**src/hdl/csi2_pkg.sv**
```systemverilog
package csi2_pkg;

  localparam int WORD_W     = 32;
  localparam int HDR_DATA_W = 24;
  localparam int ECC_W      = 6;
  localparam int ECC_LSB    = 24;
  localparam int WC_WORDS_W = 14;

  localparam logic [5:0] DT_SHORT_MAX = 6'h0F; // types 0x00..0x0F are short packets.

  typedef enum logic [5:0] {
    DT_FRAME_START = 6'h00,
    DT_FRAME_END   = 6'h01,
    DT_RAW10       = 6'h2B
  } csi2_dt_e;

  typedef struct packed {
    logic              valid;
    logic [WORD_W-1:0] data;
  } csi2_word_t;

  typedef struct packed {
    logic [1:0]  zero;
    logic [5:0]  ecc;
    logic [15:0] word_count; // payload length in bytes.
    logic [1:0]  vc;
    logic [5:0]  data_type;
  } csi2_hdr_t;

  typedef struct packed {
    logic              valid;
    logic              last;
    logic [WORD_W-1:0] data;
  } payload_word_t;

  // one mask per parity bit, P0 first.
  localparam logic [HDR_DATA_W-1:0] ECC_MASKS [ECC_W] = '{
    24'hF12CB7, 24'hF2555B, 24'h749A6D, 24'hB8E38E, 24'hDF03F0, 24'hEFFC00
  };

  function automatic logic [ECC_W-1:0] ecc_calc(input logic [HDR_DATA_W-1:0] d);
    logic [ECC_W-1:0] p;
    for (int j = 0; j < ECC_W; j++)
    begin
      p[j] = ^(d & ECC_MASKS[j]);
    end
    return p;
  endfunction

  function automatic logic [ECC_W-1:0] ecc_col(input int idx);
    logic [ECC_W-1:0] c;
    for (int j = 0; j < ECC_W; j++)
    begin
      c[j] = ECC_MASKS[j][idx];
    end
    return c;
  endfunction

endpackage

```
**src/hdl/video_pkg.sv**
```systemverilog
package video_pkg;

  localparam int PIX_W         = 10;
  localparam int PIX_PER_GROUP = 4;
  localparam int GROUP_BYTES   = PIX_PER_GROUP + 1;
  localparam int GROUP_W       = 8 * GROUP_BYTES;
  localparam int ACC_W         = 64;
  localparam int FILL_W        = $clog2(ACC_W / 8 + 1);
  localparam int CREDIT_MAX    = 8;
  localparam int CREDIT_W      = $clog2(CREDIT_MAX + 1);
  localparam int OUT_BUF_DEPTH = 16;
  localparam int OUT_BUF_AW    = $clog2(OUT_BUF_DEPTH);

  typedef logic [PIX_W-1:0] pixel_t;

  typedef struct packed {
    pixel_t [PIX_PER_GROUP-1:0] pix;
    logic                       line_end;
  } pix_group_t;

  typedef struct packed {
    pix_group_t group;
    logic       frame_start;
    logic       valid;
  } px_beat_t;

endpackage

```
**src/hdl/csi2_header_ecc.sv**
```systemverilog
module csi2_header_ecc import csi2_pkg::*; (
  input  logic       rx_clk,
  input  logic       rst_n_i,
  input  csi2_word_t word_i,
  input  logic       pkt_done_i,
  output csi2_word_t word_o,
  output logic       error_o,
  output logic       corrected_o
);

  logic              hdr_exp;
  logic              is_hdr;
  csi2_hdr_t         hdr;
  logic [ECC_W-1:0]  syndrome;
  logic [WORD_W-1:0] flip;
  logic              single;

  assign hdr      = csi2_hdr_t'(word_i.data);
  assign is_hdr   = word_i.valid && hdr_exp;
  assign syndrome = ecc_calc(word_i.data[HDR_DATA_W-1:0]) ^ hdr.ecc;

  // a syndrome equal to one column points at the single flipped bit.
  always_comb
  begin
    flip = '0;
    for (int i = 0; i < HDR_DATA_W; i++)
    begin
      if (syndrome == ecc_col(i))
        flip[i] = 1'b1;
    end
    for (int j = 0; j < ECC_W; j++)
    begin
      if (syndrome == ECC_W'(1 << j))
        flip[ECC_LSB + j] = 1'b1; // error in the ECC field itself.
    end
  end

  assign single = |flip;

  always_ff @(posedge rx_clk or negedge rst_n_i)
  begin
    if (!rst_n_i)
    begin
      hdr_exp <= 1'b1;
    end
    else if (word_i.valid)
    begin
      hdr_exp <= 1'b0;
    end
    else if (pkt_done_i)
    begin
      hdr_exp <= 1'b1; // next valid word starts a new packet.
    end
  end

  always_ff @(posedge rx_clk or negedge rst_n_i)
  begin
    if (!rst_n_i)
    begin
      word_o      <= '0;
      error_o     <= 1'b0;
      corrected_o <= 1'b0;
    end
    else
    begin
      word_o.valid <= word_i.valid;
      word_o.data  <= is_hdr ? (word_i.data ^ flip) : word_i.data;
      corrected_o  <= is_hdr && single;
      error_o      <= is_hdr && (syndrome != '0) && !single;
    end
  end

endmodule

```
**src/hdl/csi2_pkt_parser.sv**
```systemverilog
module csi2_pkt_parser import csi2_pkg::*; (
  input  logic          rx_clk,
  input  logic          rst_n_i,
  input  csi2_word_t    word_i,
  input  logic          hdr_error_i,
  output payload_word_t payload_o,
  output logic          frame_start_o,
  output logic          frame_end_o,
  output logic          pkt_done_o
);

  typedef enum logic [1:0] {
    HEADER,
    PAYLOAD,
    FOOTER,
    DONE
  } state_e;

  state_e                state;
  csi2_hdr_t             hdr;
  logic [WC_WORDS_W-1:0] remaining;
  logic                  raw;

  assign hdr = csi2_hdr_t'(word_i.data);

  always_ff @(posedge rx_clk or negedge rst_n_i)
  begin
    if (!rst_n_i)
    begin
      state         <= HEADER;
      remaining     <= '0;
      raw           <= 1'b0;
      payload_o     <= '0;
      frame_start_o <= 1'b0;
      frame_end_o   <= 1'b0;
      pkt_done_o    <= 1'b0;
    end
    else
    begin
      payload_o.valid <= 1'b0;
      payload_o.last  <= 1'b0;
      payload_o.data  <= word_i.data;
      frame_start_o   <= 1'b0;
      frame_end_o     <= 1'b0;
      pkt_done_o      <= 1'b0;
      case (state)
        HEADER:
        begin
          if (word_i.valid)
          begin
            if (hdr_error_i)
            begin
              pkt_done_o <= 1'b1; // header cannot be trusted, drop the packet.
            end
            else if (hdr.data_type <= DT_SHORT_MAX)
            begin
              frame_start_o <= (hdr.data_type == DT_FRAME_START);
              frame_end_o   <= (hdr.data_type == DT_FRAME_END);
              state         <= DONE;
            end
            else
            begin
              raw       <= (hdr.data_type == DT_RAW10); // other types are counted, not sent.
              remaining <= hdr.word_count[15:2];
              state     <= (hdr.word_count[15:2] == '0) ? FOOTER : PAYLOAD;
            end
          end
        end
        PAYLOAD:
        begin
          if (word_i.valid)
          begin
            payload_o.valid <= raw;
            payload_o.last  <= (remaining == WC_WORDS_W'(1));
            remaining       <= remaining - 1'b1;
            if (remaining == WC_WORDS_W'(1))
              state <= FOOTER;
          end
        end
        FOOTER:
        begin
          if (word_i.valid)
            state <= DONE; // crc word is discarded.
        end
        default:
        begin
          pkt_done_o <= 1'b1;
          state      <= HEADER;
        end
      endcase
    end
  end

endmodule

```
**src/hdl/raw10_gearbox.sv**
```systemverilog
module raw10_gearbox import csi2_pkg::*, video_pkg::*; (
  input  logic          rx_clk,
  input  logic          rst_n_i,
  input  payload_word_t payload_i,
  output pix_group_t    group_o,
  output logic          group_valid_o
);

  logic [ACC_W-1:0]  acc;
  logic [ACC_W-1:0]  comb;
  logic [FILL_W-1:0] fill;
  logic [FILL_W-1:0] comb_fill;
  logic              emit;
  pix_group_t        group_d;

  // new bytes land just above the ones already held.
  always_comb
  begin
    comb      = acc;
    comb_fill = fill;
    if (payload_i.valid)
    begin
      comb      = acc | ({{(ACC_W - WORD_W){1'b0}}, payload_i.data} << {fill, 3'b000});
      comb_fill = fill + FILL_W'(WORD_W / 8);
    end
  end

  assign emit = (comb_fill >= FILL_W'(GROUP_BYTES));

  always_comb
  begin
    for (int k = 0; k < PIX_PER_GROUP; k++)
    begin
      group_d.pix[k] = {comb[8 * k +: 8], comb[8 * PIX_PER_GROUP + 2 * k +: 2]};
    end
    group_d.line_end = payload_i.valid && payload_i.last; // lines are whole groups.
  end

  always_ff @(posedge rx_clk or negedge rst_n_i)
  begin
    if (!rst_n_i)
    begin
      acc           <= '0;
      fill          <= '0;
      group_valid_o <= 1'b0;
    end
    else
    begin
      group_valid_o <= emit;
      if (emit)
      begin
        acc  <= comb >> GROUP_W;
        fill <= comb_fill - FILL_W'(GROUP_BYTES);
      end
      else
      begin
        acc  <= comb;
        fill <= comb_fill;
      end
    end
  end

  always_ff @(posedge rx_clk)
  begin
    if (emit)
      group_o <= group_d;
  end

endmodule

```
**src/hdl/px_credit_out.sv**
```systemverilog
module px_credit_out import video_pkg::*; (
  input  logic       rx_clk,
  input  logic       rst_n_i,
  input  pix_group_t group_i,
  input  logic       group_valid_i,
  input  logic       frame_start_i,
  input  logic       credit_i,
  output px_beat_t   px_o,
  output logic       overflow_o
);

  pix_group_t          mem_grp [OUT_BUF_DEPTH];
  logic                mem_fs  [OUT_BUF_DEPTH];
  logic [OUT_BUF_AW:0] wr_ptr;
  logic [OUT_BUF_AW:0] rd_ptr;
  logic                fs_pend;
  logic [CREDIT_W-1:0] credits;
  logic                empty;
  logic                full;
  logic                wr_en;
  logic                rd_en;

  assign empty = (wr_ptr == rd_ptr);
  assign full  = (wr_ptr[OUT_BUF_AW] != rd_ptr[OUT_BUF_AW]) &&
                 (wr_ptr[OUT_BUF_AW-1:0] == rd_ptr[OUT_BUF_AW-1:0]);
  assign wr_en = group_valid_i && !full;
  assign rd_en = !empty && (credits != '0);

  always_ff @(posedge rx_clk)
  begin
    if (wr_en)
    begin
      mem_grp[wr_ptr[OUT_BUF_AW-1:0]] <= group_i;
      mem_fs[wr_ptr[OUT_BUF_AW-1:0]]  <= fs_pend || frame_start_i;
    end
  end

  always_ff @(posedge rx_clk or negedge rst_n_i)
  begin
    if (!rst_n_i)
    begin
      wr_ptr     <= '0;
      rd_ptr     <= '0;
      fs_pend    <= 1'b0;
      credits    <= CREDIT_W'(CREDIT_MAX);
      overflow_o <= 1'b0;
      px_o       <= '0;
    end
    else
    begin
      if (wr_en)
        wr_ptr <= wr_ptr + 1'b1;
      if (rd_en)
        rd_ptr <= rd_ptr + 1'b1;
      if (wr_en)
        fs_pend <= 1'b0; // the mark went out with this group.
      else if (frame_start_i)
        fs_pend <= 1'b1;
      credits <= credits - CREDIT_W'(rd_en) + CREDIT_W'(credit_i);
      if (group_valid_i && full)
        overflow_o <= 1'b1; // group dropped, stays set until reset.
      px_o.valid       <= rd_en;
      px_o.group       <= mem_grp[rd_ptr[OUT_BUF_AW-1:0]];
      px_o.frame_start <= mem_fs[rd_ptr[OUT_BUF_AW-1:0]];
    end
  end

endmodule

```
**src/hdl/csi2_rx_core.sv**
```systemverilog
module csi2_rx_core import csi2_pkg::*, video_pkg::*; (
  input  logic       rx_clk,
  input  logic       rst_n_i,
  input  csi2_word_t rx_word_i,
  input  logic       credit_i,
  output logic       phy_rst_o,
  output px_beat_t   px_o,
  output logic       frame_end_o,
  output logic       hdr_error_o,
  output logic       hdr_corrected_o,
  output logic       overflow_o
);

  csi2_word_t    ecc_word;
  payload_word_t payload;
  logic          frame_start;
  pix_group_t    group;
  logic          group_valid;

  csi2_header_ecc header_ecc (
    .rx_clk      ( rx_clk          ),
    .rst_n_i     ( rst_n_i         ),
    .word_i      ( rx_word_i       ),
    .pkt_done_i  ( phy_rst_o       ),
    .word_o      ( ecc_word        ),
    .error_o     ( hdr_error_o     ),
    .corrected_o ( hdr_corrected_o )
  );

  csi2_pkt_parser pkt_parser (
    .rx_clk        ( rx_clk      ),
    .rst_n_i       ( rst_n_i     ),
    .word_i        ( ecc_word    ),
    .hdr_error_i   ( hdr_error_o ),
    .payload_o     ( payload     ),
    .frame_start_o ( frame_start ),
    .frame_end_o   ( frame_end_o ),
    .pkt_done_o    ( phy_rst_o   )
  );

  raw10_gearbox gearbox (
    .rx_clk        ( rx_clk      ),
    .rst_n_i       ( rst_n_i     ),
    .payload_i     ( payload     ),
    .group_o       ( group       ),
    .group_valid_o ( group_valid )
  );

  px_credit_out credit_out (
    .rx_clk        ( rx_clk      ),
    .rst_n_i       ( rst_n_i     ),
    .group_i       ( group       ),
    .group_valid_i ( group_valid ),
    .frame_start_i ( frame_start ),
    .credit_i      ( credit_i    ),
    .px_o          ( px_o        ),
    .overflow_o    ( overflow_o  )
  );

endmodule

```
**config.mk**
```make
export PLATFORM = sky130hd
export DESIGN_NAME = csi2_rx_core
export DESIGN_NICKNAME = d
export VERILOG_FILES = /design/src/hdl/csi2_pkg.sv /design/src/hdl/video_pkg.sv /design/src/hdl/csi2_header_ecc.sv /design/src/hdl/csi2_pkt_parser.sv /design/src/hdl/raw10_gearbox.sv /design/src/hdl/px_credit_out.sv /design/src/hdl/csi2_rx_core.sv
export SDC_FILE = /design/constraint.sdc
export NUM_CORES = 1
export LEC_CHECK = 0
export ABC_CLOCK_PERIOD_IN_PS = 9700
export BUFFER_PORTS_ARGS = -buffer_cell sky130_fd_sc_hd__buf_2
export CAP_MARGIN = 20
export CORE_MARGIN = 2
export CORE_UTILIZATION = 33
export DETAILED_ROUTE_END_ITERATION = 8
export GPL_TIMING_DRIVEN = 0
export PLACE_DENSITY = 0.49
export SYNTH_ARGS = -nofsm -noshare
export SYNTH_HDL_FRONTEND = slang
export SYNTH_SLANG_ARGS = --single-unit
```
**constraint.sdc**
```tcl
create_clock -name rx_clk -period 9.7 [get_ports rx_clk]
set_input_delay 0 -clock rx_clk [delete_from_list [all_inputs] [get_ports rx_clk]]
set_output_delay 0 -clock rx_clk [all_outputs]
set_load 0.02 [all_outputs]
```
==> summary.md <==
The worst path uses 43.66% of the clock period. The clock drives 931 sinks. Clock latency on the worst-skew pair, taken at its later pin, is 0.67 ns.

The portion of the post-synthesis area used by sequential elements was 74.02%; the yosys synthesis warning count was 0. After clock tree synthesis, the clock-pin slew on the worst setup and hold paths is 0.06 ns. When the netlist entered floorplanning its net count stood at 1924.

Tracing the worst setup path back leads to its startpoint at credit_out.rd_ptr[1]. In this run, placement finished with an instance count of 3434. The number of enable flip-flop cells after synthesis works out to 713. The tools report the total vias in the final route as 18.74k. The initial antenna violation count came out at 6. No sink is reached through more buffers than the 3 on the longest clock path.

The sum of net half-perimeters after detailed placement is 63210 um. The standard-cell row count is 121, and the clock period minus final worst setup slack is 4.235 ns. The final-report hold violation count was 0; the reg-to-reg setup timing slack was 5.46 ns. CTS placed an instance of clkbuf_16 at the clock tree root. At the pin with the least slew margin, the transition time is 1.073 ns. After synthesis, the netlist uses 72 different library cells. The path class of the tightest hold or removal check is in -> reg. For the number of antenna repair diodes, the log shows 0.

The overflow left after global routing came out at 0. The via count of the first global-routing pass is 19.67k. The total wirelength of the detailed-routed design was 92530 um; the count of routing violations after the opening detailed-route iteration was 1607. The number of nets in the layout was 2221.

Summing all placed instances gives a cell area of 39860 um2. Max-cap violations in this run came to 0. At the worst endpoint, the required time is 10.06 ns. End of the worst register-to-register path: credit_out.mem_grp[1][27]. The fraction of synthesis flops using an asynchronous set or reset pin works out to 23.42%. Measured along the x axis, the die boundary spans 335.7 um.

Final routed DRC violation total: 0. The critical path is of the reg -> reg type. For this run, the detailed router's first-pass iteration total came to 5. Routability-driven placement finished with a final weighted congestion of 0.8350. The run gives 33.30% as the effective utilization at floorplan.

The core region is 109000 um2. Counting cells, the worst reg-to-reg path comes to 10. The tools report the largest net degree at the start of global routing as 120. Clock skew on the completed layout was measured at 0.02929 ns.

Synthesis inferred 931 register bits. For this design the static power due to leakage is 0.01535 uW. The commonest register cell after synthesis is edfxtp_1.

The tools report the number of buffers inserted during clock tree synthesis as 97. The worst endpoint data arrival time came out at 4.59 ns. The first global-routing pass estimated 134600 um of wire. Setup violations remaining at the end of the flow were counted as 0. The most critical setup path has its endpoint at credit_out.mem_grp[1][27].

The run finished with clean final reports. Setup repair after global routing left no endpoint under its margin. STA classifies the critical path startpoint as a flip-flop. The via density per instance is 5.116. The tools report the number of max-slew violations in the final report as 0.

The tools report the number of gates given a new drive strength after cts as 0. In this run the worst path has a maximum fanout of 9. The H-tree was split into 3 levels.

In this run the count of I/O pins placed on the die edge is 84. The die is 335.7 um tall. Dividing the detail-routed wire length by the instance count gives 25.25 um.

In the global route stage, overall resource usage came out at 16.57%. Counting the fill cells in the layout gives 9699. The mean post-synth cell area is 19.42 um2. Summed over all failing endpoints, the final setup total negative slack is 0 ns. The detail route stage leaves a number of antenna-violating nets equal to 0.

The worst-case vdd ir drop came out at 0.1403 mV. The count of cells in the finished layout, fillers not included, comes to 3664. The tightest hold path in the finished design has a slack of 0.05200 ns. STA classifies the critical path endpoint as a flip-flop. For this run, the top clock speed supported by timing is 236.1 MHz.

The synthesized netlist occupies a cell area of 36300 um2. At the end of the flow the core is filled with cells to 40.11%. The buffer count from post-CTS setup fixing is 0. The fraction of final layout cells with drive strength greater than 1 was 25.11%. The run gives 1869 as the synthesized instance count.

The worst pin sits at a relative slew slack of 28.43%. The die area was 112700 um2; the design area was 43720 um2. The growth of design area from synthesis to finish works out to 20.45%. The startpoint identified for the worst register-to-register timing path is credit_out.rd_ptr[1]. The port buffer count is 83, and the power density over the cells is 278.3 nW/um2. TritonCTS built the clock tree.
## cell families after synthesis
logic type / count (synthesis) / share of synthesized area [%]
buf+inv: 106 / 1.141
compound gates: 215 / 3.764
fa+ha+maj: 20 / 0.7032
flops: 931 / 74.02
mux: 244 / 13.99
xor+xnor: 99 / 3.023
simple gates: 254 / 3.354
## worst max-delay path: stages (launching register included)
cell and delay, ns:
dfrtp_1 0.34, clkbuf_1 0.75, xor2_1 0.21, nor4_1 0.13
a21boi_1 0.55, nand2_1 0.40, nor3_2 0.79, buf_6 0.26
buf_6 0.15, buf_6 0.16, buf_6 0.16
## synth_stat cells (9+ instances only)
| library cell | number | area (um2) |
|---|---|---|
| xor2_1 | 15 | 131.4 |
| mux2i_1 | 26 | 260.3 |
| o21ai_0 | 40 | 200.2 |
| nand3_1 | 38 | 190.2 |
| nor4_1 | 9 | 56.30 |
| nand2_1 | 44 | 165.2 |
| a21oi_1 | 70 | 350.3 |
| a21o_1 | 25 | 187.7 |
| nor2_1 | 89 | 334.1 |
| ha_1 | 18 | 225.2 |
| edfxtp_1 | 713 | 21410 |
| xnor2_1 | 65 | 569.3 |
| o21bai_1 | 9 | 67.56 |
| buf_1 | 15 | 56.30 |
| mux4_2 | 210 | 4730 |
| o22ai_1 | 11 | 68.82 |
| dfrtp_1 | 216 | 5405 |
| inv_1 | 21 | 78.83 |
| nor3_1 | 13 | 65.06 |
| nor2b_1 | 19 | 118.9 |
| clkbuf_1 | 63 | 236.5 |
| a22o_1 | 10 | 87.58 |
## layer usage
metal | global-route usage (%) | up-vias | share of wire [%]
li1 | - | 8076 | -
met1 | 22.19 | 10020 | 43
met2 | 28.26 | 535 | 50
met3 | 2.327 | 116 | 4.6
met4 | 4.465 | 2 | 2.0
met5 | 0 | - | 0.014
## state kept, by name, indices dropped and copies added (netlist names), 2 cells and up
register	cells
credit_out.credits	4
credit_out.mem_fs	16
credit_out.mem_grp	656
credit_out.px_o	43
credit_out.rd_ptr	5
credit_out.wr_ptr	5
gearbox.acc	64
gearbox.fill	4
gearbox.group_o	41
header_ecc.word_o	33
pkt_parser.payload_o	34
pkt_parser.remaining	14
pkt_parser.state	2
## power by group
| part | switching (uW) | internal [uW] | leakage, uW |
|---|---|---|---|
| clock network | 1530 | 2300 | 0.00164 |
| registers | 251 | 4720 | 0.00920 |
| logic | 1860 | 1510 | 0.00451 |
| total | 3640 | 8530 | 0.0154 |
## cells in the final DEF, fill, tap and decap left out, types with 12 or more instances in the layout
cell / Yosys / routed
dfrtp_1: 216 / 216
o21ai_0: 40 / 40
nor2_4: 0 / 12
a21o_1: 25 / 25
nand3_1: 38 / 38
clkbuf_8: 0 / 14
a21oi_1: 70 / 70
nor2b_1: 19 / 19
mux2i_1: 26 / 26
ha_1: 18 / 18
clkinv_2: 0 / 15
buf_6: 1 / 27
buf_8: 0 / 18
nand2_1: 44 / 44
inv_1: 21 / 21
buf_2: 4 / 86
mux4_2: 210 / 210
buf_16: 0 / 24
xor2_1: 15 / 15
dlygate4sd3_1: 0 / 39
buf_1: 15 / 15
edfxtp_1: 713 / 713
xnor2_1: 65 / 65
nor2_1: 89 / 77
clkbuf_1: 63 / 88
clkbuf_16: 0 / 102
## metrics by stage
stage / setup slack [ns] / total power, uW
2_1_floorplan: 4.729 / 7174
3_3_place_gp: -0.7436 / 8270
3_5_place_dp: 5.426 / 8417
6_report: 5.465 / 12170
5_1_grt: 5.231 / 12730
4_1_cts: 5.386 / 12290
## worst min-delay path by stage
stage / startpoint / endpoint / slack (ns) / cells after the start
after global placement: rx_word_i[31] / header_ecc.word_o[31] / 0.12 / 1
after global routing: rx_word_i[32] / header_ecc.word_o[32] / 0.04 / 2
after CTS: rx_word_i[32] / header_ecc.word_o[32] / 0.0008 / 2
after detailed placement: rst_n_i / credit_out.px_o[7] / -0.15 / 1
final: rx_word_i[32] / header_ecc.word_o[32] / 0.05 / 2
after floorplan: rst_n_i / credit_out.credits[0] / -0.30 / 0
## cell type report
type	instances	area [um2]	area share [%]
buffer	84	335.3	0.7669
clock buffer	142	2843	6.502
clock inverter	41	506.7	1.159
inverter	22	82.58	0.1889
multi-input combinational	832	9126	20.87
sequential	931	26870	61.45
tap	1414	1769	4.046
timing repair buffer	198	2192	5.014
## timing repair
action / CTS / global route
endpoints found under the setup margin: 0 / 0
hold endpoints to repair: 138 / 0
hold buffers: 39 / 0
Note: power is estimated with default switching activity, not from simulation.
